<file path="config.mk">
export PLATFORM = sky130hd
export DESIGN_NAME = cnn_accel_top
export DESIGN_NICKNAME = d
export VERILOG_FILES = /design/src/common/cnn_pkg.sv /design/src/design/cfg_regs.sv /design/src/design/pixel_loader.sv /design/src/design/frame_buffer.sv /design/src/conv/window_scanner.sv /design/src/conv/conv_mac.sv /design/src/design/cnn_accel_top.sv
export SDC_FILE = /design/constraint.sdc
export NUM_CORES = 2
export LEC_CHECK = 0
export BUFFER_PORTS_ARGS = -buffer_cell sky130_fd_sc_hd__buf_2
export CORE_ASPECT_RATIO = 0.5
export CORE_MARGIN = 2
export CORE_UTILIZATION = 55
export CTS_CLUSTER_SIZE = 8
export DETAILED_ROUTE_END_ITERATION = 7
export MAX_ROUTING_LAYER = met4
export PLACE_DENSITY_LB_ADDON = 0.2
export SYNTH_ARGS = -nofsm -noshare
export SYNTH_HDL_FRONTEND = slang
export SYNTH_SLANG_ARGS = --single-unit
</file>
<file path="constraint.sdc">
create_clock -name clk -period 10.4 [get_ports clk]
set_input_delay 1.04 -clock clk [delete_from_list [all_inputs] [get_ports clk]]
set_output_delay 1.04 -clock clk [all_outputs]
set_load 0.01 [all_outputs]
</file>
<file path="src/common/cnn_pkg.sv">
package cnn_pkg;

	// --------------------
	// Frame geometry
	// --------------------
	localparam int FRAME_W    = 16;
	localparam int FRAME_H    = 16;
	localparam int FRAME_SIZE = FRAME_W * FRAME_H;
	// 3x3 window
	localparam int N_TAPS     = 9;

	// --------------------
	// Data types
	// --------------------
	typedef logic [7:0]         pix_t;
	// Row and column packed as {row, col}
	typedef logic [7:0]         pix_addr_t;
	typedef logic [3:0]         coord_t;
	typedef logic [3:0]         tap_idx_t;
	typedef logic signed [7:0]  weight_t;
	typedef logic signed [15:0] bias_t;
	typedef logic [4:0]         shift_t;
	// Wide enough for nine 8x8 products plus bias
	typedef logic signed [23:0] acc_t;
	typedef logic [3:0]         cfg_addr_t;

	// --------------------
	// Register map
	// --------------------
	// Weights 0..8 at consecutive addresses
	localparam cfg_addr_t REG_WEIGHT0 = 4'd0;
	localparam cfg_addr_t REG_BIAS    = 4'd9;
	// Shift in bits 4:0, activation in bit 8
	localparam cfg_addr_t REG_LAYER   = 4'd10;
	// Any write starts a layer
	localparam cfg_addr_t REG_START   = 4'd11;

	typedef enum logic {
		ACT_RELU   = 1'b0,
		ACT_LINEAR = 1'b1
	} act_e;

	// Layer configuration seen by the MAC
	typedef struct packed {
		weight_t [N_TAPS-1:0] weight;
		bias_t                bias;
		shift_t               shift;
		act_e                 act;
	} layer_cfg_t;

	// One tap read issued by the scanner
	typedef struct packed {
		logic      vld;
		logic      pad;
		logic      first;
		logic      last;
		pix_addr_t addr;
	} tap_t;

	typedef enum logic [1:0] {
		SCAN_IDLE,
		SCAN_TAPS,
		SCAN_HOLD
	} scan_state_e;

endpackage

</file>
<file path="src/design/cfg_regs.sv">
`timescale 1ns/10ps

module cfg_regs
	import cnn_pkg::*;
(
	input  logic        clk,
	input  logic        rstn,
	input  logic        cfg_we_i,
	input  cfg_addr_t   cfg_addr_i,
	input  logic [31:0] cfg_wdata_i,
	output layer_cfg_t  layer_cfg_o,
	output logic        start_o
);

	layer_cfg_t cfg_q;
	logic       start_q;
	// Offset into the weight bank
	cfg_addr_t  wt_idx;

	assign wt_idx = cfg_addr_i - REG_WEIGHT0;

	// --------------------
	// Write decode
	// --------------------
	always_ff @(posedge clk or negedge rstn) begin
		if (!rstn) begin
			// Zero weights and bias, no shift, ReLU
			cfg_q <= '0;
		end else if (cfg_we_i) begin
			if (wt_idx < N_TAPS) begin
				cfg_q.weight[wt_idx] <= cfg_wdata_i[7:0];
			end else begin
				case (cfg_addr_i)
					REG_BIAS: begin
						cfg_q.bias <= cfg_wdata_i[15:0];
					end
					REG_LAYER: begin
						cfg_q.shift <= cfg_wdata_i[4:0];
						cfg_q.act   <= act_e'(cfg_wdata_i[8]);
					end
					default: begin
						cfg_q <= cfg_q;
					end
				endcase
			end
		end
	end

	// --------------------
	// Start strobe
	// --------------------
	// Single cycle, data bits ignored
	always_ff @(posedge clk or negedge rstn) begin
		if (!rstn) begin
			start_q <= 1'b0;
		end else begin
			start_q <= cfg_we_i && (cfg_addr_i == REG_START);
		end
	end

	assign layer_cfg_o = cfg_q;
	assign start_o     = start_q;

endmodule

</file>
<file path="src/design/pixel_loader.sv">
`timescale 1ns/10ps

module pixel_loader
	import cnn_pkg::*;
(
	input  logic      clk,
	input  logic      rstn,
	// Four-phase receiver side
	input  logic      pix_req_i,
	input  pix_t      pix_data_i,
	output logic      pix_ack_o,
	// Frame buffer write port
	output logic      wr_en_o,
	output pix_addr_t wr_addr_o,
	output pix_t      wr_data_o
);

	typedef enum logic {
		LD_IDLE,
		LD_ACK
	} ld_state_e;

	ld_state_e state_q;
	pix_addr_t addr_q;
	logic      take;

	// New request seen while idle
	assign take = (state_q == LD_IDLE) && pix_req_i;

	// --------------------
	// Handshake FSM
	// --------------------
	always_ff @(posedge clk or negedge rstn) begin
		if (!rstn) begin
			state_q <= LD_IDLE;
		end else begin
			case (state_q)
				LD_IDLE: begin
					if (pix_req_i)
						state_q <= LD_ACK;
				end
				// Hold ack until source drops req
				LD_ACK: begin
					if (!pix_req_i)
						state_q <= LD_IDLE;
				end
				default: begin
					state_q <= LD_IDLE;
				end
			endcase
		end
	end

	// Raster write address, wraps per frame
	always_ff @(posedge clk or negedge rstn) begin
		if (!rstn) begin
			addr_q <= '0;
		end else if (take) begin
			if (addr_q == pix_addr_t'(FRAME_SIZE - 1))
				addr_q <= '0;
			else
				addr_q <= addr_q + 1'b1;
		end
	end

	assign pix_ack_o = (state_q == LD_ACK);
	// Pixel written in the cycle req is seen
	assign wr_en_o   = take;
	assign wr_addr_o = addr_q;
	assign wr_data_o = pix_data_i;

endmodule

</file>
<file path="src/design/frame_buffer.sv">
`timescale 1ns/10ps

module frame_buffer
	import cnn_pkg::*;
(
	input  logic      clk,
	// Write port from the loader
	input  logic      wr_en_i,
	input  pix_addr_t wr_addr_i,
	input  pix_t      wr_data_i,
	// Read port from the scanner
	input  pix_addr_t rd_addr_i,
	output pix_t      rd_data_o
);

	// One full frame, raster order
	pix_t mem [FRAME_SIZE];
	pix_t rd_q;

	// --------------------
	// Write side
	// --------------------
	always_ff @(posedge clk) begin
		if (wr_en_i)
			mem[wr_addr_i] <= wr_data_i;
	end

	// --------------------
	// Read side
	// --------------------
	// Registered read, data one cycle after address
	// Reads every cycle, unused data is ignored downstream
	always_ff @(posedge clk) begin
		rd_q <= mem[rd_addr_i];
	end

	assign rd_data_o = rd_q;

endmodule

</file>
<file path="src/conv/window_scanner.sv">
`timescale 1ns/10ps

module window_scanner
	import cnn_pkg::*;
(
	input  logic      clk,
	input  logic      rstn,
	input  logic      start_i,
	input  logic      mac_busy_i,
	// Output handshake finished
	input  logic      done_i,
	output pix_addr_t rd_addr_o,
	output tap_t      tap_o,
	output logic      layer_done_o
);

	scan_state_e state_q;
	coord_t      row_q;
	coord_t      col_q;
	tap_idx_t    tap_q;
	pix_addr_t   done_cnt_q;
	logic        layer_done_q;
	tap_t        tap_q_d;
	tap_t        tap_now;
	logic        first_row, last_row, first_col, last_col;
	logic        pad_row, pad_col;
	coord_t      nb_row, nb_col;
	logic        stall;

	// Boundary flags of the centre pixel
	assign first_row = (row_q == '0);
	assign last_row  = (row_q == coord_t'(FRAME_H - 1));
	assign first_col = (col_q == '0);
	assign last_col  = (col_q == coord_t'(FRAME_W - 1));

	// MAC full, do not open a new window
	assign stall = (tap_q == '0) && mac_busy_i;

	// --------------------
	// Neighbour address
	// --------------------
	always_comb begin
		nb_row  = row_q;
		nb_col  = col_q;
		pad_row = 1'b0;
		pad_col = 1'b0;
		// Top and bottom rows of the window
		case (tap_q)
			4'd0, 4'd1, 4'd2: begin
				nb_row  = row_q - 1'b1;
				pad_row = first_row;
			end
			4'd6, 4'd7, 4'd8: begin
				nb_row  = row_q + 1'b1;
				pad_row = last_row;
			end
			default: ;
		endcase
		// Left and right columns
		case (tap_q)
			4'd0, 4'd3, 4'd6: begin
				nb_col  = col_q - 1'b1;
				pad_col = first_col;
			end
			4'd2, 4'd5, 4'd8: begin
				nb_col  = col_q + 1'b1;
				pad_col = last_col;
			end
			default: ;
		endcase
		tap_now.vld   = (state_q == SCAN_TAPS) && !stall;
		tap_now.pad   = pad_row || pad_col;
		tap_now.first = (tap_q == '0);
		tap_now.last  = (tap_q == tap_idx_t'(N_TAPS - 1));
		// Padded taps just reread the centre
		tap_now.addr  = tap_now.pad ? {row_q, col_q} : {nb_row, nb_col};
	end

	// --------------------
	// Scan FSM and counters
	// --------------------
	always_ff @(posedge clk or negedge rstn) begin
		if (!rstn) begin
			state_q <= SCAN_IDLE;
			row_q   <= '0;
			col_q   <= '0;
			tap_q   <= '0;
		end else if (start_i) begin
			state_q <= SCAN_TAPS;
			row_q   <= '0;
			col_q   <= '0;
			tap_q   <= '0;
		end else begin
			case (state_q)
				SCAN_TAPS: begin
					if (stall) begin
						state_q <= SCAN_HOLD;
					end else if (tap_now.last) begin
						tap_q <= '0;
						// Advance to the next output position
						if (last_col) begin
							col_q <= '0;
							row_q <= row_q + 1'b1;
							if (last_row)
								state_q <= SCAN_IDLE;
						end else begin
							col_q <= col_q + 1'b1;
						end
					end else begin
						tap_q <= tap_q + 1'b1;
					end
				end
				SCAN_HOLD: begin
					if (!mac_busy_i)
						state_q <= SCAN_TAPS;
				end
				default: begin
					state_q <= SCAN_IDLE;
				end
			endcase
		end
	end

	// Tap info lines up with buffer read data
	always_ff @(posedge clk or negedge rstn) begin
		if (!rstn)
			tap_q_d <= '0;
		else
			tap_q_d <= tap_now;
	end

	// --------------------
	// Layer completion
	// --------------------
	always_ff @(posedge clk or negedge rstn) begin
		if (!rstn) begin
			done_cnt_q   <= '0;
			layer_done_q <= 1'b0;
		end else if (start_i) begin
			done_cnt_q   <= '0;
			layer_done_q <= 1'b0;
		end else if (done_i) begin
			done_cnt_q <= done_cnt_q + 1'b1;
			// Last handshake of the frame
			if (done_cnt_q == pix_addr_t'(FRAME_SIZE - 1))
				layer_done_q <= 1'b1;
		end
	end

	assign rd_addr_o    = tap_now.addr;
	assign tap_o        = tap_q_d;
	assign layer_done_o = layer_done_q;

endmodule

</file>
<file path="src/conv/conv_mac.sv">
`timescale 1ns/10ps

module conv_mac
	import cnn_pkg::*;
(
	input  logic       clk,
	input  logic       rstn,
	input  layer_cfg_t layer_cfg_i,
	input  tap_t       tap_i,
	input  pix_t       rd_data_i,
	// Four-phase sender side
	input  logic       out_ack_i,
	output logic       out_req_o,
	output pix_t       out_pix_o,
	output logic       mac_busy_o,
	// Pulse when a handshake completes
	output logic       done_o
);

	tap_idx_t tap_cnt_q, widx;
	acc_t     acc_q, acc_sum, prod;
	acc_t     post_in, biased, shifted;
	logic     acc_done_q;
	pix_t     res_pix, hold_q;
	logic     hold_full_q, req_q;
	logic     free_now, hold_blocked, res_ready, hold_load;

	// --------------------
	// Multiply-accumulate
	// --------------------
	// Weight index restarts on each first tap
	assign widx = tap_i.first ? '0 : tap_cnt_q;

	always_comb begin
		if (tap_i.pad)
			prod = '0;
		else
			prod = $signed({1'b0, rd_data_i}) * layer_cfg_i.weight[widx];
		acc_sum = (tap_i.first ? acc_t'(0) : acc_q) + prod;
	end

	always_ff @(posedge clk or negedge rstn) begin
		if (!rstn)
			tap_cnt_q <= '0;
		else if (tap_i.vld)
			tap_cnt_q <= widx + 1'b1;
	end

	always_ff @(posedge clk) begin
		if (tap_i.vld)
			acc_q <= acc_sum;
	end

	// --------------------
	// Bias, shift, activation
	// --------------------
	// Parked sum takes priority over a live last tap
	assign post_in = acc_done_q ? acc_q : acc_sum;
	assign biased  = post_in + acc_t'($signed(layer_cfg_i.bias));
	assign shifted = biased >>> layer_cfg_i.shift;

	always_comb begin
		if (layer_cfg_i.act == ACT_RELU) begin
			if (shifted < 0)
				res_pix = 8'd0;
			else if (shifted > 255)
				res_pix = 8'd255;
			else
				res_pix = shifted[7:0];
		end else begin
			// Two's-complement byte, clamped
			if (shifted < -128)
				res_pix = 8'h80;
			else if (shifted > 127)
				res_pix = 8'h7f;
			else
				res_pix = shifted[7:0];
		end
	end

	// --------------------
	// Holding register and output handshake
	// --------------------
	// Sink has dropped ack after our req fell
	assign free_now     = hold_full_q && !req_q && !out_ack_i;
	assign hold_blocked = hold_full_q && !free_now;
	assign res_ready    = acc_done_q || (tap_i.vld && tap_i.last);
	assign hold_load    = res_ready && !hold_blocked;

	always_ff @(posedge clk or negedge rstn) begin
		if (!rstn) begin
			acc_done_q  <= 1'b0;
			hold_full_q <= 1'b0;
			req_q       <= 1'b0;
		end else begin
			// Park the finished sum while the holder is occupied
			if (tap_i.vld && tap_i.last && hold_blocked)
				acc_done_q <= 1'b1;
			else if (hold_load)
				acc_done_q <= 1'b0;
			if (hold_load)
				hold_full_q <= 1'b1;
			else if (free_now)
				hold_full_q <= 1'b0;
			if (hold_load)
				req_q <= 1'b1;
			else if (req_q && out_ack_i)
				req_q <= 1'b0;
		end
	end

	always_ff @(posedge clk) begin
		if (hold_load)
			hold_q <= res_pix;
	end

	assign out_req_o  = req_q;
	assign out_pix_o  = hold_q;
	assign mac_busy_o = hold_blocked && res_ready;
	assign done_o     = free_now;

endmodule

</file>
<file path="src/design/cnn_accel_top.sv">
`timescale 1ns/10ps

module cnn_accel_top
	import cnn_pkg::*;
(
	input  logic        clk,
	input  logic        rstn,
	// Register write port
	input  logic        cfg_we_i,
	input  cfg_addr_t   cfg_addr_i,
	input  logic [31:0] cfg_wdata_i,
	// Pixel input handshake
	input  logic        pix_req_i,
	input  pix_t        pix_data_i,
	output logic        pix_ack_o,
	// Pixel output handshake
	output logic        out_req_o,
	output pix_t        out_pix_o,
	input  logic        out_ack_i,
	output logic        layer_done_o
);

	layer_cfg_t layer_cfg;
	logic       start;
	// Loader to buffer
	logic       wr_en;
	pix_addr_t  wr_addr;
	pix_t       wr_data;
	// Scanner and MAC
	pix_addr_t  rd_addr;
	pix_t       rd_data;
	tap_t       tap;
	logic       mac_busy;
	logic       out_done;

	cfg_regs u_cfg_regs (
		.clk         (clk),
		.rstn        (rstn),
		.cfg_we_i    (cfg_we_i),
		.cfg_addr_i  (cfg_addr_i),
		.cfg_wdata_i (cfg_wdata_i),
		.layer_cfg_o (layer_cfg),
		.start_o     (start)
	);

	pixel_loader u_pixel_loader (
		.clk        (clk),
		.rstn       (rstn),
		.pix_req_i  (pix_req_i),
		.pix_data_i (pix_data_i),
		.pix_ack_o  (pix_ack_o),
		.wr_en_o    (wr_en),
		.wr_addr_o  (wr_addr),
		.wr_data_o  (wr_data)
	);

	frame_buffer u_frame_buffer (
		.clk       (clk),
		.wr_en_i   (wr_en),
		.wr_addr_i (wr_addr),
		.wr_data_i (wr_data),
		.rd_addr_i (rd_addr),
		.rd_data_o (rd_data)
	);

	window_scanner u_window_scanner (
		.clk          (clk),
		.rstn         (rstn),
		.start_i      (start),
		.mac_busy_i   (mac_busy),
		.done_i       (out_done),
		.rd_addr_o    (rd_addr),
		.tap_o        (tap),
		.layer_done_o (layer_done_o)
	);

	conv_mac u_conv_mac (
		.clk         (clk),
		.rstn        (rstn),
		.layer_cfg_i (layer_cfg),
		.tap_i       (tap),
		.rd_data_i   (rd_data),
		.out_ack_i   (out_ack_i),
		.out_req_o   (out_req_o),
		.out_pix_o   (out_pix_o),
		.mac_busy_o  (mac_busy),
		.done_o      (out_done)
	);

endmodule

</file>
==> reports/qor.yml <==
yosys_top_cell_area_share: 0.662
route.detailed.drc: 0
yosys.area.top_type: "edfxtp_1"
cell_seen_most_often_among_critical_path_stages: "buf_4"
tightest_slew_ns: 1.29
cts_tree: "yes"
violations: "setup timing"
syn_nets: 5340
top_layer: "met4"
slew-limit-headroom: 0.136
route.vias.total: 50400
detail_route.wirelength.met1_um: 91100
antenna_violations_before_repair: 5
fin_skew_ns: 0.0703
final_setup_violating_endpoints: 2
die_y_um: 297
clock_insertion_delay_worst_skew_ns: 0.84
avgRoutedWirePerCell_um: 28.5
layoutNonFillerInstCount: 7869
grt_first_pass_wirelength_um: 333000
synth_edf_count: 2080
ys_ff_latch: 2226
cpPeakStageDelay_ns: 0.54
routed_via_density: 6.40
power.clock.fraction: 0.232
routed-wl-met2_um: 107000
flow.area_growth_from_synthesis_pct: 14.5
clock.fmax_mhz: 95.0
worst-setup-path-type: "reg2reg"
comb_power_share: 0.509
antenna_violating_nets_post_route: 0
timing.critical_path.buf_inv: 10
placedCellCount: 7420
number_of_nets_in_the_finished_design: 5683
critPathLaunchType: "register"
netlist_instances: 5147
cts_max_level: 5
rsz_0062_raised_after_global_routing: "yes"
post-layout-total-power_w: 0.0397
power_density_nw_per_um2: 368
period_minus_slack_ns: 10.53
number_of_buffer_cells_added_on_primary_ports: 43
number_of_failing_hold_endpoints_at_the_final_stage: 0
synth.top_cells.by_area: "edfxtp_1 66%, mux4_2 12%, dfrtp_1 3.7%"
first_iter_violations: 5448
clk_pin_slew_ns: 0.05
max_cap_check_violation_count: 0
synth-async-reset-ratio: 0.0620
yosys_warnings: 0
grtUsageTotal: 0.264
finalWorstSetupSlack_ns: -0.127
detail_route.wirelength_um: 224000
dominantRegCellSynth: "edfxtp_1"
clkSinkCount: 2226
grt_pass1_vias: 51200
worst_ep_required_time_ns: 10.93
ctsLongestPathBuffers: 4
cts_root_buffer: "clkbuf_16"
layout.core_utilization: 0.634
internal_power_w: 0.0251
switching_fraction_of_total_power: 0.368
die_w_um: 590
power.sequential.fraction: 0.259
setup.worst_path.end_class: "register"
total_switching_power_w: 0.0146
tritoncts.num_buffers: 321
place_worst_setup_slack_ns: -0.560
finalMaxSlewViolations: 0
io-pin-count: 60
route.met3.wl_um: 19500
result_of_the_run: "finished with violations"
grt_max_degree: 167
dr.pass1.iters: 6
syn_area_per_cell_um2: 18.3
worst_path_max_delay_cell: "fa_1"
globalplace.congestion: 0.883
hold_path.class: "in2async"
final.period_utilization: 1.01
synth_area_um2: 94300
crit_arrival_ns: 11.05
initial_core_util: 0.554
globalRoute.totalOverflow: 0
worst-path-max-fanout: 8
layout-drive-gt1-share: 0.261
die_area_um2: 175000
yosysSeqAreaShare: 0.701
maximum_vdd_drop_v: 0.000383
post-dp-hpwl_um: 132000
cts_hold_repair.buffers: 0
rows: 107
synth.distinct_cells: 108
leakagePower_nw: 37.7
floorplan.core_area_um2: 170000
cp_top_family: "compound AO/OA/AOI/OAI gates"
-- sequential cells by signal, summed over array words and instances, names as in the netlist, 8 cells and up --
| register | flops |
|---|---|
| u_pixel_loader.wr_addr_o | 8 |
| u_conv_mac.out_pix_o | 8 |
| u_frame_buffer.rd_data_o | 8 |
| u_conv_mac.acc_q | 24 |
| u_window_scanner.done_cnt_q | 8 |
| u_cfg_regs.layer_cfg_o | 94 |
| u_frame_buffer.mem | 2048 |
-- through the flow --
stage	hold slack, ns	TNS [ns]	instance area (um^2)
after CTS	0.294	0	107000
after detailed placement	0.490	-3.91	98100
after global routing	0.325	-3.92	108000
after floorplan	0.475	0	94400
after global placement	0.475	-3.17	98100
final	0.301	-0.133	108000
-- cells in the mapped netlist (all sizes together), types with 8 or more instances --
cell type  count
nor4          40
o21ai         59
a221oi        12
nor2         382
buf          164
a21o          27
o21bai        14
a211o         13
or3           12
dfrtp        138
dfxtp          8
o21a          10
clkbuf       123
o31ai         13
nand4         20
a31oi         15
a21oi         92
a22o          12
xor2          26
a211oi        25
nand3         49
nor2b         50
and3           9
inv          110
ha           105
nand2b        19
mux2         121
xnor2         37
o22ai        144
fa            39
o211ai        12
edfxtp      2080
mux2i        307
mux4         523
and2          59
nor3          23
nand2        150
-- layer usage --
layer | global-route usage | up-vias
met5 | - | -
met4 | 0.0750 | 0
met3 | 0.0505 | 376
met2 | 0.406 | 2247
met1 | 0.365 | 26400
li1 | - | 21400
-- path summary, 6_finish.rpt --
path,from,endpoint,slack (ns),cells after the start
hold / removal,rstn,u_cfg_regs.layer_cfg_o[79]$_DFFE_PN0P_,0.30,1
max in group asynchronous,rstn,u_window_scanner.col_q[0]$_DFFE_PN0P_,8.65,2
setup / recovery,u_window_scanner.tap_o[9]$_DFF_PN0_,u_conv_mac.out_pix_o[1]$_DFFE_PP_,-0.13,49
min in group clk,pix_req_i,u_pixel_loader.pix_ack_o$_DFF_PN0_,0.36,1
hold reg to reg,u_window_scanner.layer_done_o$_DFFE_PN0P_,u_window_scanner.layer_done_o$_DFFE_PN0P_,0.50,2
setup reg to reg,u_window_scanner.tap_o[9]$_DFF_PN0_,u_conv_mac.out_pix_o[1]$_DFFE_PP_,-0.13,49
-- logic make-up after synthesis --
logic type               after synthesis  synth area share
multiplexers                         951             0.172
AND/OR/NAND/NOR                      844            0.0419
flip-flops                          2226             0.701
AO/OA/AOI/OAI                        522            0.0389
XOR/XNOR                              63           0.00593
adder cells (fa/ha/maj)              144            0.0222
buffers and inverters                397            0.0183
-- power by group through the flow --
stage               clock (W)  combinational, W  sequential [W]
finish                0.00921            0.0202          0.0103
global placement            0            0.0188          0.0104
floorplan                   0            0.0134          0.0104
detailed placement          0            0.0190          0.0104
global route          0.00969            0.0217          0.0103
CTS                   0.00932            0.0194          0.0103
-- layout by cell type (no fill, tap or decap), types with 36 or more instances in the layout --
cell type  count
a21oi_1       67
and2_1        55
buf_4        238
clkbuf_1      66
clkbuf_16    329
dfrtp_1      137
edfxtp_1    2080
fa_1          37
ha_1          97
inv_1        104
mux2_2       114
mux2i_1      303
mux4_2       522
nand2_1      144
nand3_1       41
nor2_1       376
nor2b_1       46
nor4_1        36
o21ai_0       37
o22ai_1      144
-- area by class of cell --
type | count | area, um^2
Inverter | 110 | 413
Tap cell | 2289 | 2860
Multi-Input combinational cell | 2524 | 27400
Fill cell | 11600 | 62400
Clock buffer | 396 | 8480
Antenna cell | 2 | 5.00
Timing Repair Buffer | 307 | 2500
Sequential cell | 2226 | 66100
Clock inverter | 15 | 200
-- timing repair --
action                                  CTS  global route
gates resized for setup                  66           101
endpoints found under the setup margin    8             8
setup buffers                             9            26
gates cloned                              1             0
pin swaps                                37            82
(Power assumes the default switching activity.)
